==> src/lsq_cfg.svh <==
`ifndef LSQ_CFG_SVH
`define LSQ_CFG_SVH

// Queue capacities
`define LSQ_SQ_CAPACITY 8
`define LSQ_LB_CAPACITY 4

// Index widths, log2 of the capacities
`define LSQ_SQ_IDX_W 3
`define LSQ_LB_IDX_W 2

// Address and data width
`define LSQ_XLEN 32

// Destination tag carried by a load
`define LSQ_TAG_W 6

`endif

==> src/lsq_mem_pkg.sv <==
`default_nettype none
`include "lsq_cfg.svh"

package lsq_mem_pkg;

    // Access size, log2 of the byte count
    typedef enum logic [1:0] {
        MEM_BYTE = 2'd0,
        MEM_HALF = 2'd1,
        MEM_WORD = 2'd2
    } mem_size_t;

    // One store data word, read either as bytes or as halves
    typedef union packed {
        logic [`LSQ_XLEN/8-1:0][7:0]   bytes;
        logic [`LSQ_XLEN/16-1:0][15:0] halves;
    } store_word_u;

endpackage

`default_nettype wire

==> src/lsq_queue_pkg.sv <==
`default_nettype none
`include "lsq_cfg.svh"

package lsq_queue_pkg;

    // Store queue slot, also the age stamp of a load
    typedef logic [`LSQ_SQ_IDX_W-1:0] sq_idx_t;

    // Load buffer slot
    typedef logic [`LSQ_LB_IDX_W-1:0] lb_idx_t;

    // How the forwarding unit serves a load
    typedef enum logic [1:0] {
        LOAD_FORWARD  = 2'd0,
        LOAD_TO_CACHE = 2'd1,
        LOAD_BLOCKED  = 2'd2
    } load_outcome_t;

endpackage

`default_nettype wire

==> src/store_queue.sv <==
`timescale 1ns/1ps
`default_nettype none
`include "lsq_cfg.svh"

module store_queue (
    input  logic                                          clock,
    input  logic                                          reset,
    input  logic                                          sq_alloc,
    input  logic                                          sq_resolve_valid,
    input  lsq_queue_pkg::sq_idx_t                        sq_resolve_idx,
    input  logic [`LSQ_XLEN-1:0]                          sq_resolve_base,
    input  logic [`LSQ_XLEN-1:0]                          sq_resolve_offset,
    input  logic [`LSQ_XLEN-1:0]                          sq_resolve_data,
    input  lsq_mem_pkg::mem_size_t                        sq_resolve_size,
    input  logic                                          store_commit,
    output logic                                          sq_full,
    output lsq_queue_pkg::sq_idx_t                        sq_tail,
    output lsq_queue_pkg::sq_idx_t                        sq_head,
    output logic                                          sq_head_resolved,
    output logic [`LSQ_SQ_CAPACITY-1:0][`LSQ_XLEN-1:0]    slot_addr,
    output logic [`LSQ_SQ_CAPACITY-1:0][`LSQ_XLEN-1:0]    slot_data,
    output lsq_mem_pkg::mem_size_t [`LSQ_SQ_CAPACITY-1:0] slot_size,
    output logic [`LSQ_SQ_CAPACITY-1:0]                   slot_resolved,
    output lsq_queue_pkg::sq_idx_t                        secure_age,
    output logic                                          all_resolved,
    output logic                                          cache_store_valid,
    output logic [`LSQ_XLEN-1:0]                          cache_store_addr,
    output logic [`LSQ_XLEN-1:0]                          cache_store_data,
    output lsq_mem_pkg::mem_size_t                        cache_store_size
);

    import lsq_queue_pkg::*;

    logic [`LSQ_SQ_IDX_W:0] count;
    logic                   do_alloc;
    logic                   do_retire;
    sq_idx_t                oldest_idx;
    logic                   oldest_found;

    assign sq_full          = (count == (`LSQ_SQ_IDX_W+1)'(`LSQ_SQ_CAPACITY));
    assign sq_head_resolved = slot_resolved[sq_head];
    assign do_alloc         = sq_alloc && !sq_full;
    assign do_retire        = store_commit && sq_head_resolved;

    //////////////////////////////////////////////////
    // Pointers and occupancy

    always_ff @(posedge clock) begin
        if (reset) begin
            sq_head <= '0;
            sq_tail <= '0;
            count   <= '0;
        end else begin
            if (do_alloc) begin
                sq_tail <= sq_tail + 1'b1;
            end
            if (do_retire) begin
                sq_head <= sq_head + 1'b1;
            end
            case ({do_alloc, do_retire})
                2'b10:   count <= count + 1'b1;
                2'b01:   count <= count - 1'b1;
                default: count <= count;
            endcase
        end
    end

    // A new slot starts unresolved, a retired one is cleared
    always_ff @(posedge clock) begin
        if (reset) begin
            slot_resolved <= '0;
        end else begin
            if (do_alloc) begin
                slot_resolved[sq_tail] <= 1'b0;
            end
            if (sq_resolve_valid) begin
                slot_resolved[sq_resolve_idx] <= 1'b1;
            end
            if (do_retire) begin
                slot_resolved[sq_head] <= 1'b0;
            end
        end
    end

    always_ff @(posedge clock) begin
        if (sq_resolve_valid) begin
            slot_addr[sq_resolve_idx] <= sq_resolve_base + sq_resolve_offset;
            slot_data[sq_resolve_idx] <= sq_resolve_data;
            slot_size[sq_resolve_idx] <= sq_resolve_size;
        end
    end

    //////////////////////////////////////////////////
    // Oldest unresolved store, walked from the head

    always_comb begin
        sq_idx_t scan_idx;
        oldest_idx   = sq_tail;
        oldest_found = 1'b0;
        for (int i = 0; i < `LSQ_SQ_CAPACITY; i++) begin
            scan_idx = sq_head + sq_idx_t'(i);
            if (!oldest_found && (i < int'(count)) && !slot_resolved[scan_idx]) begin
                oldest_idx   = scan_idx;
                oldest_found = 1'b1;
            end
        end
    end

    // Empty queue counts as all resolved
    always_ff @(posedge clock) begin
        if (reset) begin
            secure_age   <= '0;
            all_resolved <= 1'b1;
        end else begin
            secure_age   <= oldest_idx;
            all_resolved <= !oldest_found;
        end
    end

    //////////////////////////////////////////////////
    // Retired head goes out to the data cache

    always_ff @(posedge clock) begin
        if (reset) begin
            cache_store_valid <= 1'b0;
        end else begin
            cache_store_valid <= do_retire;
        end
    end

    always_ff @(posedge clock) begin
        if (do_retire) begin
            cache_store_addr <= slot_addr[sq_head];
            cache_store_data <= slot_data[sq_head];
            cache_store_size <= slot_size[sq_head];
        end
    end

endmodule

`default_nettype wire

==> src/load_buffer.sv <==
`timescale 1ns/1ps
`default_nettype none
`include "lsq_cfg.svh"

module load_buffer (
    input  logic                   clock,
    input  logic                   reset,
    input  logic                   lb_alloc,
    input  lsq_queue_pkg::sq_idx_t sq_tail,
    input  lsq_queue_pkg::sq_idx_t sq_head,
    input  lsq_queue_pkg::sq_idx_t secure_age,
    input  logic                   all_resolved,
    input  logic                   lb_resolve_valid,
    input  lsq_queue_pkg::lb_idx_t lb_resolve_idx,
    input  logic [`LSQ_XLEN-1:0]   lb_resolve_base,
    input  logic [`LSQ_XLEN-1:0]   lb_resolve_offset,
    input  lsq_mem_pkg::mem_size_t lb_resolve_size,
    input  logic                   lb_resolve_signed,
    input  logic [`LSQ_TAG_W-1:0]  lb_resolve_tag,
    input  logic                   candidate_taken,
    output logic                   lb_full,
    output lsq_queue_pkg::lb_idx_t lb_alloc_idx,
    output logic                   candidate_valid,
    output logic [`LSQ_XLEN-1:0]   candidate_addr,
    output lsq_mem_pkg::mem_size_t candidate_size,
    output logic                   candidate_signed,
    output logic [`LSQ_TAG_W-1:0]  candidate_tag,
    output lsq_queue_pkg::sq_idx_t candidate_age
);

    import lsq_mem_pkg::*;
    import lsq_queue_pkg::*;

    logic [`LSQ_LB_CAPACITY-1:0] slot_busy;
    logic [`LSQ_LB_CAPACITY-1:0] slot_resolved;
    logic [`LSQ_LB_CAPACITY-1:0] slot_eligible;
    sq_idx_t                     slot_age    [`LSQ_LB_CAPACITY];
    logic [`LSQ_XLEN-1:0]        slot_addr   [`LSQ_LB_CAPACITY];
    mem_size_t                   slot_size   [`LSQ_LB_CAPACITY];
    logic                        slot_signed [`LSQ_LB_CAPACITY];
    logic [`LSQ_TAG_W-1:0]       slot_tag    [`LSQ_LB_CAPACITY];
    lb_idx_t                     cand_idx;
    sq_idx_t                     secure_dist;
    logic                        do_alloc;

    assign lb_full     = &slot_busy;
    assign do_alloc    = lb_alloc && !lb_full;
    assign secure_dist = secure_age - sq_head;

    // Lowest free slot takes the next load
    always_comb begin
        lb_alloc_idx = '0;
        for (int i = `LSQ_LB_CAPACITY-1; i >= 0; i--) begin
            if (!slot_busy[i]) begin
                lb_alloc_idx = lb_idx_t'(i);
            end
        end
    end

    // Age between head and the oldest unresolved store, that store included,
    // means every older store already has its address
    always_comb begin
        for (int i = 0; i < `LSQ_LB_CAPACITY; i++) begin
            slot_eligible[i] = slot_busy[i] && slot_resolved[i] &&
                               (all_resolved ||
                                (sq_idx_t'(slot_age[i] - sq_head) <= secure_dist));
        end
    end

    // Fixed priority, lowest index first
    always_comb begin
        cand_idx = '0;
        for (int i = `LSQ_LB_CAPACITY-1; i >= 0; i--) begin
            if (slot_eligible[i]) begin
                cand_idx = lb_idx_t'(i);
            end
        end
    end

    assign candidate_valid  = |slot_eligible;
    assign candidate_addr   = slot_addr[cand_idx];
    assign candidate_size   = slot_size[cand_idx];
    assign candidate_signed = slot_signed[cand_idx];
    assign candidate_tag    = slot_tag[cand_idx];
    assign candidate_age    = slot_age[cand_idx];

    always_ff @(posedge clock) begin
        if (reset) begin
            slot_busy     <= '0;
            slot_resolved <= '0;
        end else begin
            if (do_alloc) begin
                slot_busy[lb_alloc_idx]     <= 1'b1;
                slot_resolved[lb_alloc_idx] <= 1'b0;
            end
            if (lb_resolve_valid) begin
                slot_resolved[lb_resolve_idx] <= 1'b1;
            end
            // Served load leaves its slot
            if (candidate_taken) begin
                slot_busy[cand_idx]     <= 1'b0;
                slot_resolved[cand_idx] <= 1'b0;
            end
        end
    end

    always_ff @(posedge clock) begin
        if (do_alloc) begin
            slot_age[lb_alloc_idx] <= sq_tail;
        end
        if (lb_resolve_valid) begin
            slot_addr[lb_resolve_idx]   <= lb_resolve_base + lb_resolve_offset;
            slot_size[lb_resolve_idx]   <= lb_resolve_size;
            slot_signed[lb_resolve_idx] <= lb_resolve_signed;
            slot_tag[lb_resolve_idx]    <= lb_resolve_tag;
        end
    end

endmodule

`default_nettype wire

==> src/load_forward.sv <==
`timescale 1ns/1ps
`default_nettype none
`include "lsq_cfg.svh"

module load_forward (
    input  logic                                          clock,
    input  logic                                          reset,
    input  logic                                          candidate_valid,
    input  logic [`LSQ_XLEN-1:0]                          candidate_addr,
    input  lsq_mem_pkg::mem_size_t                        candidate_size,
    input  logic                                          candidate_signed,
    input  logic [`LSQ_TAG_W-1:0]                         candidate_tag,
    input  lsq_queue_pkg::sq_idx_t                        candidate_age,
    input  lsq_queue_pkg::sq_idx_t                        sq_head,
    input  logic [`LSQ_SQ_CAPACITY-1:0][`LSQ_XLEN-1:0]    slot_addr,
    input  logic [`LSQ_SQ_CAPACITY-1:0][`LSQ_XLEN-1:0]    slot_data,
    input  lsq_mem_pkg::mem_size_t [`LSQ_SQ_CAPACITY-1:0] slot_size,
    input  logic [`LSQ_SQ_CAPACITY-1:0]                   slot_resolved,
    output logic                                          candidate_taken,
    output logic                                          fwd_valid,
    output logic [`LSQ_XLEN-1:0]                          fwd_data,
    output logic [`LSQ_TAG_W-1:0]                         fwd_tag,
    output logic                                          cache_load_valid,
    output logic [`LSQ_XLEN-1:0]                          cache_load_addr,
    output lsq_mem_pkg::mem_size_t                        cache_load_size,
    output logic                                          cache_load_signed,
    output logic [`LSQ_TAG_W-1:0]                         cache_load_tag
);

    import lsq_mem_pkg::*;
    import lsq_queue_pkg::*;

    logic [3:0]           load_mask;
    logic                 hit;
    logic                 hit_covers;
    sq_idx_t              hit_idx;
    sq_idx_t              older_cnt;
    load_outcome_t        outcome;
    store_word_u          hit_word;
    logic [1:0]           lane;
    logic [`LSQ_XLEN-1:0] load_data;

    // Bytes touched within the aligned word
    function automatic logic [3:0] byte_mask(input mem_size_t size, input logic [1:0] offs);
        case (size)
            MEM_BYTE: byte_mask = 4'b0001 << offs;
            MEM_HALF: byte_mask = 4'b0011 << {offs[1], 1'b0};
            default:  byte_mask = 4'b1111;
        endcase
    endfunction

    assign older_cnt = candidate_age - sq_head;
    assign load_mask = byte_mask(candidate_size, candidate_addr[1:0]);

    //////////////////////////////////////////////////
    // Youngest older store touching the load's bytes

    always_comb begin
        sq_idx_t    scan_idx;
        logic [3:0] store_mask;
        hit        = 1'b0;
        hit_covers = 1'b0;
        hit_idx    = sq_head;
        for (int i = 0; i < `LSQ_SQ_CAPACITY; i++) begin
            scan_idx   = sq_head + sq_idx_t'(i);
            store_mask = byte_mask(slot_size[scan_idx], slot_addr[scan_idx][1:0]);
            if ((sq_idx_t'(i) < older_cnt) && slot_resolved[scan_idx] &&
                (slot_addr[scan_idx][`LSQ_XLEN-1:2] == candidate_addr[`LSQ_XLEN-1:2]) &&
                (|(store_mask & load_mask))) begin
                hit        = 1'b1;
                hit_covers = ((load_mask & ~store_mask) == 4'b0000);
                hit_idx    = scan_idx;
            end
        end
    end

    always_comb begin
        if (!hit) begin
            outcome = LOAD_TO_CACHE;
        end else if (hit_covers) begin
            outcome = LOAD_FORWARD;
        end else begin
            outcome = LOAD_BLOCKED;
        end
    end

    // A partly covered load stays put until the store drains
    assign candidate_taken = candidate_valid && (outcome != LOAD_BLOCKED);

    //////////////////////////////////////////////////
    // Forwarded data

    // Store data sits in the low lanes, so offset by the store's own address
    assign hit_word = slot_data[hit_idx];
    assign lane     = candidate_addr[1:0] - slot_addr[hit_idx][1:0];

    always_comb begin
        case (candidate_size)
            MEM_BYTE: begin
                load_data = {{24{candidate_signed & hit_word.bytes[lane][7]}},
                             hit_word.bytes[lane]};
            end
            MEM_HALF: begin
                load_data = {{16{candidate_signed & hit_word.halves[lane[1]][15]}},
                             hit_word.halves[lane[1]]};
            end
            default: load_data = hit_word;
        endcase
    end

    always_ff @(posedge clock) begin
        if (reset) begin
            fwd_valid        <= 1'b0;
            cache_load_valid <= 1'b0;
        end else begin
            fwd_valid        <= candidate_valid && (outcome == LOAD_FORWARD);
            cache_load_valid <= candidate_valid && (outcome == LOAD_TO_CACHE);
        end
    end

    always_ff @(posedge clock) begin
        if (candidate_taken) begin
            fwd_data          <= load_data;
            fwd_tag           <= candidate_tag;
            cache_load_addr   <= candidate_addr;
            cache_load_size   <= candidate_size;
            cache_load_signed <= candidate_signed;
            cache_load_tag    <= candidate_tag;
        end
    end

endmodule

`default_nettype wire

==> src/load_store_queue.sv <==
`timescale 1ns/1ps
`default_nettype none
`include "lsq_cfg.svh"

module load_store_queue (
    input  logic                   clock,
    input  logic                   reset,
    // Store side
    input  logic                   sq_alloc,
    input  logic                   sq_resolve_valid,
    input  lsq_queue_pkg::sq_idx_t sq_resolve_idx,
    input  logic [`LSQ_XLEN-1:0]   sq_resolve_base,
    input  logic [`LSQ_XLEN-1:0]   sq_resolve_offset,
    input  logic [`LSQ_XLEN-1:0]   sq_resolve_data,
    input  lsq_mem_pkg::mem_size_t sq_resolve_size,
    input  logic                   store_commit,
    output logic                   sq_full,
    output lsq_queue_pkg::sq_idx_t sq_tail,
    output lsq_queue_pkg::sq_idx_t sq_head,
    output logic                   sq_head_resolved,
    output logic                   cache_store_valid,
    output logic [`LSQ_XLEN-1:0]   cache_store_addr,
    output logic [`LSQ_XLEN-1:0]   cache_store_data,
    output lsq_mem_pkg::mem_size_t cache_store_size,
    // Load side
    input  logic                   lb_alloc,
    input  logic                   lb_resolve_valid,
    input  lsq_queue_pkg::lb_idx_t lb_resolve_idx,
    input  logic [`LSQ_XLEN-1:0]   lb_resolve_base,
    input  logic [`LSQ_XLEN-1:0]   lb_resolve_offset,
    input  lsq_mem_pkg::mem_size_t lb_resolve_size,
    input  logic                   lb_resolve_signed,
    input  logic [`LSQ_TAG_W-1:0]  lb_resolve_tag,
    output logic                   lb_full,
    output lsq_queue_pkg::lb_idx_t lb_alloc_idx,
    output logic                   fwd_valid,
    output logic [`LSQ_XLEN-1:0]   fwd_data,
    output logic [`LSQ_TAG_W-1:0]  fwd_tag,
    output logic                   cache_load_valid,
    output logic [`LSQ_XLEN-1:0]   cache_load_addr,
    output lsq_mem_pkg::mem_size_t cache_load_size,
    output logic                   cache_load_signed,
    output logic [`LSQ_TAG_W-1:0]  cache_load_tag
);

    import lsq_mem_pkg::*;
    import lsq_queue_pkg::*;

    // Store slot view shared with the forwarding unit
    logic [`LSQ_SQ_CAPACITY-1:0][`LSQ_XLEN-1:0] slot_addr;
    logic [`LSQ_SQ_CAPACITY-1:0][`LSQ_XLEN-1:0] slot_data;
    mem_size_t [`LSQ_SQ_CAPACITY-1:0]           slot_size;
    logic [`LSQ_SQ_CAPACITY-1:0]                slot_resolved;
    sq_idx_t                                    secure_age;
    logic                                       all_resolved;

    // Candidate load
    logic                  candidate_valid;
    logic [`LSQ_XLEN-1:0]  candidate_addr;
    mem_size_t             candidate_size;
    logic                  candidate_signed;
    logic [`LSQ_TAG_W-1:0] candidate_tag;
    sq_idx_t               candidate_age;
    logic                  candidate_taken;

    store_queue store_queue0 (
        .clock, .reset, .sq_alloc, .sq_resolve_valid, .sq_resolve_idx,
        .sq_resolve_base, .sq_resolve_offset, .sq_resolve_data, .sq_resolve_size,
        .store_commit, .sq_full, .sq_tail, .sq_head, .sq_head_resolved,
        .slot_addr, .slot_data, .slot_size, .slot_resolved, .secure_age, .all_resolved,
        .cache_store_valid, .cache_store_addr, .cache_store_data, .cache_store_size
    );

    load_buffer load_buffer0 (
        .clock, .reset, .lb_alloc, .sq_tail, .sq_head, .secure_age, .all_resolved,
        .lb_resolve_valid, .lb_resolve_idx, .lb_resolve_base, .lb_resolve_offset,
        .lb_resolve_size, .lb_resolve_signed, .lb_resolve_tag, .candidate_taken,
        .lb_full, .lb_alloc_idx, .candidate_valid, .candidate_addr, .candidate_size,
        .candidate_signed, .candidate_tag, .candidate_age
    );

    load_forward load_forward0 (
        .clock, .reset, .candidate_valid, .candidate_addr, .candidate_size,
        .candidate_signed, .candidate_tag, .candidate_age, .sq_head,
        .slot_addr, .slot_data, .slot_size, .slot_resolved, .candidate_taken,
        .fwd_valid, .fwd_data, .fwd_tag, .cache_load_valid, .cache_load_addr,
        .cache_load_size, .cache_load_signed, .cache_load_tag
    );

endmodule

`default_nettype wire

==> config.mk <==
export PLATFORM = sky130hd
export DESIGN_NAME = load_store_queue
export DESIGN_NICKNAME = d
export VERILOG_FILES = /design/src/lsq_mem_pkg.sv /design/src/lsq_queue_pkg.sv /design/src/store_queue.sv /design/src/load_buffer.sv /design/src/load_forward.sv /design/src/load_store_queue.sv
export VERILOG_INCLUDE_DIRS = /design/src /design/src/src
export SDC_FILE = /design/constraint.sdc
export NUM_CORES = 2
export LEC_CHECK = 0
export ABC_AREA = 1
export CORE_UTILIZATION = 45
export CTS_BUF_LIST = sky130_fd_sc_hd__clkbuf_2 sky130_fd_sc_hd__clkbuf_4 sky130_fd_sc_hd__clkbuf_8
export CTS_CLUSTER_DIAMETER = 150
export DETAILED_ROUTE_END_ITERATION = 7
export DONT_BUFFER_PORTS = 1
export HOLD_SLACK_MARGIN = 0.15
export PLACE_DENSITY = 0.59
export SETUP_SLACK_MARGIN = 0.2
export SLEW_MARGIN = 30
export SYNTH_ARGS = -nofsm -noshare
export SYNTH_HDL_FRONTEND = slang
export SYNTH_SLANG_ARGS = --single-unit
export TNS_END_PERCENT = 5
==> constraint.sdc <==
create_clock -name clock -period 23.6 [get_ports clock]
set_input_delay 1.18 -clock clock [delete_from_list [all_inputs] [get_ports clock]]
set_output_delay 1.18 -clock clock [all_outputs]
set_load 0.005 [all_outputs]
-- Word level (Yosys, flattened, before mapping)
Memories as Yosys holds them, arrays and structs flattened. A register that Yosys moved wholly into a read port is not among the register bits.
Index checks and enable logic that the tools add are counted.
- flip-flop bits (word level): 694
- RAM bits: 176
- bits of input ports: 183
- output and inout bits: 159
- memories: 5
- memories (name ; depth ; width ; read ports ; clocked after Yosys merged registers in ; wr ports ; RTL line ; text):
    load_buffer0.slot_addr ; 4 ; 32 ; 1 ; 0 ; 1 ; load_buffer.sv:38 ; logic [`LSQ_XLEN-1:0] slot_addr [`LSQ_LB_CAPACITY];
    load_buffer0.slot_tag ; 4 ; 6 ; 1 ; 1 ; 1 ; load_buffer.sv:41 ; logic [`LSQ_TAG_W-1:0] slot_tag [`LSQ_LB_CAPACITY];
    load_buffer0.slot_age ; 4 ; 3 ; 5 ; 0 ; 1 ; load_buffer.sv:37 ; sq_idx_t slot_age [`LSQ_LB_CAPACITY];
    load_buffer0.slot_size ; 4 ; 2 ; 1 ; 0 ; 1 ; load_buffer.sv:39 ; mem_size_t slot_size [`LSQ_LB_CAPACITY];
    load_buffer0.slot_signed ; 4 ; 1 ; 1 ; 0 ; 1 ; load_buffer.sv:40 ; logic slot_signed [`LSQ_LB_CAPACITY];
- $add $sub $neg: 19
- magnitude comparators: 42
- equal/unequal tests: 22
- shifts and indexed selects: 18
- mux-type cells: 154
- bitwise logic cells: 38
- reductions and logical operators: 110
- operator list (cell ; count):
    32-bit binary-select mux with 3-bit select ; 11
    256-bit bitwise mux ; 2
    32-bit two-way mux ; 11
    30-bit equality test ; 8
    32-bit demux with 3-bit select ; 1
    4-bit case mux with 2 select lines ; 10
    4-bit bitwise AND ; 19
    32-bit adder ; 2
    32-bit case mux with 2 select lines ; 1
    1-bit logical AND ; 59
    2-bit binary-select mux with 3-bit select ; 8
    8-bit two-way mux ; 6
    3-bit two-way mux ; 15
    3-bit by 4-bit < comparator with 1-bit output, second input constant ; 11
    1-bit two-way mux ; 42
    2-bit two-way mux ; 20
    4-bit inverter ; 10
    4-bit OR reduction ; 9
    1-bit by 2-bit << shifter with 4-bit output, first input constant ; 9
    2-bit by 2-bit << shifter with 4-bit output, first input constant ; 9
    4-bit zero test ; 8
    16-bit two-way mux ; 2
    4-bit two-way mux ; 8
    1-bit binary-select mux with 3-bit select ; 8
    37 further kinds ; 114

-- Longest topological paths before layout
- word-level depth: 34
- gate-level depth with buffers: 63

-- Hierarchy
From an unflattened synthesis, not the netlist that was laid out.
- cells, all modules: 7367
- area total of the unflattened synthesis: 56404.1 um2
- by module, submodules not included (module ; times used ; cells each ; area an instance (um2) ; seq. area each (um2)):
    store_queue ; 1 ; 2103 ; 25527.0 ; 18297.5
    load_forward ; 1 ; 4125 ; 20654.8 ; 2232.1
    load_buffer ; 1 ; 1139 ; 10222.3 ; 5445.2

-- Worst setup path before layout
No wires, ideal clock.
- path kind: register -> register
- from: register store_queue0.sq_head[1]
- to: register load_forward0.cache_load_addr[0], enable pin
- library setup time: 529 ps
- data arrival time: 9453 ps
- setup slack: 13618 ps
- cell stages (with the launch flop): 39
- path buffers: 5
- period minus slack after synthesis: 9982 ps
- cells stage by stage: dfxtp_1 -> inv_2 -> clkbuf_1 -> clkbuf_1 -> clkbuf_1 -> clkbuf_1 -> fa_1 -> inv_1 -> ha_1 -> nand2_1 -> nand3b_1 -> nand2_1 -> inv_1 -> nand2_1 -> nand2_4 -> nand2_8 -> nor2_8 -> buf_2 -> (+3 left out) -> ha_1 -> fa_1 -> xor2_1 -> inv_1 -> nand4_1 -> nand2_1 -> inv_2 -> nor2_1 -> nor2_1 -> nand3_1 -> nor2_4 -> nor3_1 -> nand2_1 -> a31oi_1 -> nor2_1 -> o21bai_1 -> nand2_1 -> a21oi_1
- cells in the longest elaborated chain, start to end: 26
- elaborated cells between the ends (all ways): 226
- those cells by class: 13 x add/sub; 12 x order compare; 18 x eq/ne; 18 x shift; 79 x mux; 24 x bitwise; 59 x reduce/logical; 3 x memory
- RTL lines (what ; RTL line ; text):
    from (decl) ; store_queue.sv:18 ; output lsq_queue_pkg::sq_idx_t sq_head,
    from (signal assigned) ; store_queue.sv:58 ; sq_head <= sq_head + 1'b1;
    3-bit subtractor (on tied branches) ; load_buffer.sv:66, load_buffer.sv:48 ;
    3-bit less-or-equal comparator ; load_buffer.sv:66 ; (sq_idx_t'(slot_age[i] - sq_head) <= secure_dist));
    1-bit logical OR ; load_buffer.sv:65 ; (all_resolved ||
    1-bit logical AND ; load_buffer.sv:64 ; slot_eligible[i] = slot_busy[i] && slot_resolved[i] &&
    2-bit two-way mux (4 in a row) ; load_buffer.sv:74 ; if (slot_eligible[i]) begin
    memory read 4 x 3 bit, or another cell as far along ; - ;
    3-bit subtractor, or another cell as far along ; load_forward.sv:52 ; assign older_cnt = candidate_age - sq_head;
    1-bit by 3-bit < comparator with 1-bit output / 4-bit case mux with 2 select lines (equally long branches) ; load_forward.sv:67, load_forward.sv:45 ;
    1-bit logical AND / 4-bit bitwise AND (equally long branches) ; load_forward.sv:67, load_forward.sv:69 ;
    1-bit logical AND / 4-bit OR reduction (equally long branches) ; load_forward.sv:67, load_forward.sv:69 ;
    1-bit logical AND ; load_forward.sv:67 ; if ((sq_idx_t'(i) < older_cnt) && slot_resolved[scan_idx] &&
    1-bit two-way mux (8 in a row) ; load_forward.sv:67 ;
    2-bit two-way mux ; load_forward.sv:80 ; end else if (hit_covers) begin
    2-bit two-way mux ; load_forward.sv:78 ; if (!hit) begin
    2-bit inequality test ; load_forward.sv:88 ; assign candidate_taken = candidate_valid && (outcome != LOAD_BLOCKED);
    1-bit logical AND (*) ; load_forward.sv:88 ;
    via candidate_taken ; load_store_queue.sv:64 ; logic candidate_taken;
    to (signal assigned) ; load_forward.sv:125 ; cache_load_addr <= candidate_addr;
    to (decl) ; load_forward.sv:24 ; output logic [`LSQ_XLEN-1:0] cache_load_addr,
Mark *: on every way through the listed nets, which the timed path passes. The rest lies on a longest branch. The select of a mux whose other input is x is not followed.
A chain may end at the register's enable or synchronous reset.

-- Final worst setup path
- from: register store_queue0.sq_head[1]
- to: register load_forward0.fwd_data[26], data pin
- cells in the longest elaborated chain, start to end: 28
- elaborated cells between the ends (all ways): 183
- those cells by class: 14 x add/sub; 11 x order compare; 15 x eq/ne; 16 x shift; 70 x mux; 9 x bitwise; 44 x reduce/logical; 4 x memory
- RTL lines (what ; RTL line ; text):
    3-bit subtractor (on tied branches) ; load_buffer.sv:66, load_buffer.sv:48 ;
    3-bit less-or-equal comparator ; load_buffer.sv:66 ;
    1-bit logical OR ; load_buffer.sv:65 ;
    1-bit logical AND ; load_buffer.sv:64 ;
    2-bit two-way mux (4 in a row) ; load_buffer.sv:74 ;
    memory read 4 x 3 bit, or another cell as far along ; - ;
    3-bit subtractor, or another cell as far along ; load_forward.sv:52 ;
    1-bit by 3-bit < comparator with 1-bit output / 4-bit case mux with 2 select lines (equally long branches) ; load_forward.sv:67, load_forward.sv:45 ;
    (+10 left out) ; - ;
    32-bit binary-select mux with 3-bit select ; load_forward.sv:95 ; assign lane = candidate_addr[1:0] - slot_addr[hit_idx][1:0];
    2-bit two-way mux (implied by the code) ; load_forward.sv:95 ;
    2-bit subtractor ; load_forward.sv:95 ;
    8-bit binary-select mux with 2-bit select / 16-bit two-way mux (equally long branches) ; load_forward.sv:100, load_forward.sv:104 ;
    8-bit two-way mux (implied by the code) / 16-bit two-way mux (equally long branches) ; load_forward.sv:100, load_forward.sv:104 ;
    1-bit bitwise AND (on tied branches) ; load_forward.sv:100, load_forward.sv:104 ;
    32-bit case mux with 2 select lines (*) ; load_forward.sv:98 ; case (candidate_size)
    via load_forward0.load_data[26] ; load_forward.sv:41 ; logic [`LSQ_XLEN-1:0] load_data;
    to (signal assigned) ; load_forward.sv:123 ; fwd_data <= load_data;
    to (decl) ; load_forward.sv:21 ; output logic [`LSQ_XLEN-1:0] fwd_data,
Marked as above.

==> results.md <==
Global routing:
- Entering global routing, the biggest net connects between 100 and 150 pins.
- The via count of the first global-routing pass is 39,400.
- The first global-routing pass estimated ~260 mm of wire.
- The overall track demand over capacity in global routing is 30.5%.
- The initial antenna violation count is 8.
- The overflow left after global routing is 0.

Layout:
- Summing all non-filler instances in the final layout gives an area of 0.0566 mm2.
- Summing all multi-input logic gate instances after layout gives ~0.022 mm2.
- The footprint of the flip-flops and latches is about 0.026 mm2.
- The layout overhead on the synthesized area is 7.67%.
- The proportion of layout cells with a drive suffix above 1 is 8.52%.
- The layout has 11,000 filler cells.
- The final layout net count is 6,282.

Logic synthesis:
- After synthesis, the netlist uses 69 different library cells.
- The synthesized area per cell is 8.60 um2.
- The synthesis warning total is 0.
- In the synthesized netlist the dominant register cell turns out to be sky130_fd_sc_hd__edfxtp_1.
- The synthesized design contains 843 enable-type register cells.
- Of all flip-flops after synthesis, the portion carrying an async set or reset was 0%.
- Synthesis inferred 876 register bits.
- The number of cells produced by synthesis is 6,117.
- Sequential cells were found to cover 49.4% of the synthesized design area.
- The synthesized net count is 6,397.
- The cell area after synthesis is 0.0526 mm2.

Power and ir drop:
- The largest vdd supply drop is slightly below 0.06 mV.
- The clock network is responsible for 36.1% of the overall power.
- The fraction of power consumed by combinational cells is 17.0%.
- The internal power of the cells totals about 2.8 mW.
- The leakage component of the power is 23.1 nW.
- The power density over cell area is 69.3 mW/mm2.
- The switching power summed over all nets is 1.17 mW.
- The sequential share of power is 46.9%.
- The net switching fraction of the power is 29.7%.

Critical path:
- Of all nets on the critical path, the largest fanout is around 110.
- The critical path's largest stage delay is 0.67 ns.
- The worst setup path startpoint is store_queue0.sq_head[1]$_SDFFE_PP0P_.
- Counting cells, the worst reg-to-reg path comes to 47.
- At the worst endpoint, the arrival time is 10.83 ns.
- The number of gates on the worst path with buffers counted is 47.
- Together, buffers and inverters on the worst path number 8.
- The worst register-to-register path has a setup slack of 13.49 ns.
- The path type of the worst setup path is register to register.
- The worst setup path is captured at a register.
- In this run the critical register-to-register path is captured at load_forward0.fwd_data[26]$_DFFE_PP_.
- The cell with the biggest individual delay on the critical path is sky130_fd_sc_hd__dfxtp_4.
- The endpoint required time on the critical path is between 20 and 25 ns.
- The largest delay contributor family on the critical path is simple AND/OR/NAND/NOR gates.
- The worst register-to-register path begins at store_queue0.sq_head[1]$_SDFFE_PP0P_.
- The cell seen most often among critical-path stages is sky130_fd_sc_hd__nand2_1.
- The most critical setup path has its endpoint at load_forward0.fwd_data[26]$_DFFE_PP_.
- The worst setup path is launched from a register.

Routing:
- The average wire per standard cell is 24.0 um.
- The total met2 wirelength after detailed routing is 79.3 mm.
- Detailed routing placed a total of 19.1 mm of wire on met3.
- The DRC violation count after routing is 0.
- The remaining antenna violation count after routing is 0.
- The highest metal layer carrying signal wires in the routed design is met5.
- The sum of routed wire segments on met1 is between 70 and 80 mm.
- The count of vias placed by the detailed router is 43,500.
- The starting DRC count in detailed routing is between 5,000 and 6,000.
- The post-detailed-routing wire length is 183 mm.
- The via count normalized by instance count is 5.69.
- For this run, the detailed router's first-pass iteration total came to 6.

Clocking:
- Counting the buffers created by CTS gives 151.
- The clock latency at the later pin of the worst-skew pair is between 0.9 and 1 ns.
- The post-cts hold buffer count is 0.
- TritonCTS built the clock tree.
- The number of buffers on the longest clock path is 3.
- CTS saw just under 900 sinks.
- CTS built an H-tree with a depth of 4.
- The clock slew at the register clock pins of the worst setup and hold paths is 0.07 ns.
- Gates resized during post-CTS repair numbered 0.
- Clock tree synthesis selected as its root buffer the cell sky130_fd_sc_hd__clkbuf_8.
- Post-CTS timing repair inserted 0 buffers for setup.

Worst hold path:
- The tightest min-delay check is of the input port to register type.

STA:
- The max-slew violation total from the final report is 0.
- The part of the cycle the worst path needs is 42.8%.
- The minimum clock period after layout is 10.11 ns.
- The timing-limited maximum frequency is around 99 MHz.
- Setup repair after global routing left no endpoint under its margin.
- For the pin with the worst max-slew slack, the measured transition is 1.16 ns.
- The hold violation count in the final report is 0.
- The final setup skew is 0.0578 ns.
- The number of failing setup endpoints in the final timing report is 0.
- For the final routed database, the setup TNS stands at 0 ns.
- The max-slew headroom at the worst pin is 20.5%.

Placement:
- The count of buffers from port buffering is 0.
- Routability-driven placement finished with a final weighted congestion of just over 1.
- The placed instances occupy a cell area of 0.0535 mm2.
- The total half-perimeter wirelength after legalization and detailed placement is between 100 and 150 mm.

Floorplan:
- The standard cell core area is between 0.1 and 0.15 mm2.
- The number of core rows is ~130.
- The die width is 344 um.
- The height of the chip is 344 um.
- The die covers 0.118 mm2.
- For this design the top-level I/O count stands at about 340.
- The effective utilization at floorplan is between 40% and 50%.

Status:
- The flow ran to the end, and the final reports show no timing, DRC or antenna violations.

Flow run:
- The count of max-cap constraint violations is 0.
[power by group through the flow]
stage / clock network, mW / logic (mW) / registers, mW
after global routing: 1.51 / 0.720 / 1.84
after CTS: 1.44 / 0.651 / 1.84
after floorplan: 0 / 0.419 / 1.86
after global placement: 0 / 0.642 / 1.87
after detailed placement: 0 / 0.649 / 1.87
final: 1.42 / 0.669 / 1.84
[cells in the final DEF (no fill, tap or decap), drive strengths merged, types with 6 or more instances in the layout]
| cell type | count |
|---|---|
| a211oi | 10 |
| a21oi | 286 |
| a221oi | 16 |
| a22o | 7 |
| a31oi | 41 |
| a32oi | 7 |
| and2 | 36 |
| buf | 60 |
| bufinv | 6 |
| clkbuf | 210 |
| clkinv | 46 |
| dfxtp | 33 |
| edfxtp | 843 |
| fa | 8 |
| ha | 89 |
| inv | 745 |
| mux2i | 191 |
| nand2 | 1613 |
| nand3 | 308 |
| nand3b | 61 |
| nand4 | 60 |
| nor2 | 294 |
| nor3 | 19 |
| nor4 | 10 |
| o211ai | 71 |
| o21ai | 810 |
| o21bai | 6 |
| o221ai | 13 |
| o22ai | 19 |
| or2 | 46 |
| xnor2 | 54 |
| xor2 | 68 |
[how the worst min path moves through the flow]
| stage | startpoint | to | slack [ns] | cells after the start |
|---|---|---|---|---|
| floorplan | load_buffer0.slot_busy[3]$_SDFF_PP0_ | load_buffer0.slot_busy[3]$_SDFF_PP0_ | 0.47 | 2 |
| global placement | load_buffer0.slot_resolved[3]$_SDFF_PP0_ | load_buffer0.slot_resolved[3]$_SDFF_PP0_ | 0.49 | 2 |
| detailed placement | load_buffer0.slot_resolved[3]$_SDFF_PP0_ | load_buffer0.slot_resolved[3]$_SDFF_PP0_ | 0.50 | 2 |
| CTS | reset | store_queue0.cache_store_valid$_SDFF_PP0_ | 0.23 | 1 |
| global route | reset | store_queue0.cache_store_valid$_SDFF_PP0_ | 0.27 | 1 |
| finish | reset | store_queue0.cache_store_valid$_SDFF_PP0_ | 0.33 | 1 |
[routing by layer]
| metal | vias to the layer above | global-route usage, % |
|---|---|---|
| met3 | 312 | 7.71 |
| met5 | - | 0 |
| met4 | 4 | 9.63 |
| met2 | 2034 | 45.7 |
| li1 | 20500 | - |
| met1 | 20700 | 43.1 |
[cell usage after synthesis, types with 44 or more instances]
cell                       number  area [um2]
sky130_fd_sc_hd__a21oi_1      282        1410
sky130_fd_sc_hd__clkbuf_1     191         717
sky130_fd_sc_hd__edfxtp_1     843       25300
sky130_fd_sc_hd__ha_1          89        1110
sky130_fd_sc_hd__inv_1        713        2680
sky130_fd_sc_hd__mux2i_1      191        1910
sky130_fd_sc_hd__nand2_1     1556        5840
sky130_fd_sc_hd__nand2_2       44         275
sky130_fd_sc_hd__nand3_1      281        1410
sky130_fd_sc_hd__nand3b_1      59         443
sky130_fd_sc_hd__nand4_1       58         363
sky130_fd_sc_hd__nor2_1       277        1040
sky130_fd_sc_hd__o211ai_1      71         533
sky130_fd_sc_hd__o21ai_0      776        3880
sky130_fd_sc_hd__or2_2         44         275
sky130_fd_sc_hd__xnor2_1       53         464
sky130_fd_sc_hd__xor2_1        68         596
[cell type report]
class                      count  area share (%)
clock buffer                 210            4.49
inverter                     742            4.95
clock inverter                57           0.915
timing repair buffer          60           0.880
multi-input combinational   4171            39.5
antenna                        5          0.0221
sequential                   876            45.9
tap                         1524            3.37
[stage by stage]
step	power (mW)	cells	worst slack [ns]	hold slack, ns	util [%]
global route	4.07	7642	12.77	0.267	48.8
CTS	3.93	7639	13.65	0.228	48.7
floorplan	2.28	6117	13.62	0.471	-
finish	3.93	7645	13.49	0.327	48.8
global placement	2.51	7371	13.95	0.490	46.0
detailed placement	2.52	7372	13.73	0.495	46.1
[registers in the layout, indices dropped and copies added, names as in the netlist, 3 cells and up]
name	count
store_queue0.count	4
store_queue0.slot_size	16
store_queue0.cache_store_data	32
load_forward0.fwd_data	32
load_forward0.cache_load_addr	32
store_queue0.secure_age	3
load_buffer0.slot_age	12
store_queue0.cache_store_addr	32
load_forward0.fwd_tag	6
load_buffer0.slot_addr	128
load_buffer0.slot_tag	24
load_buffer0.slot_signed	4
load_buffer0.slot_resolved	4
store_queue0.slot_data	256
store_queue0.sq_head	3
load_buffer0.slot_busy	4
store_queue0.slot_resolved	8
store_queue0.sq_tail	3
load_buffer0.slot_size	8
store_queue0.slot_addr	256
[worst reg2reg max path: cells and delay by family (launching register included)]
| kind | cells | cell delay, ns |
|---|---|---|
| compound gates | 4 | 0.96 |
| fa+ha+maj | 5 | 1.89 |
| buf+inv | 8 | 1.26 |
| xor+xnor | 2 | 0.46 |
| simple gates | 28 | 4.65 |
| flops | 1 | 0.67 |
[cell families (layout without fill, tap and decap cells)]
family,after synthesis,in the layout,share of synthesized area [%]
compound gates,1309,1309,13.5
fa+ha+maj,97,97,2.42
flops,876,876,49.4
buf+inv,1070,1069,8.53
mux,191,191,3.64
simple gates,2452,2452,20.4
other cells,0,5,0
xor+xnor,122,122,2.05
Power figures use the tool's default switching activity.
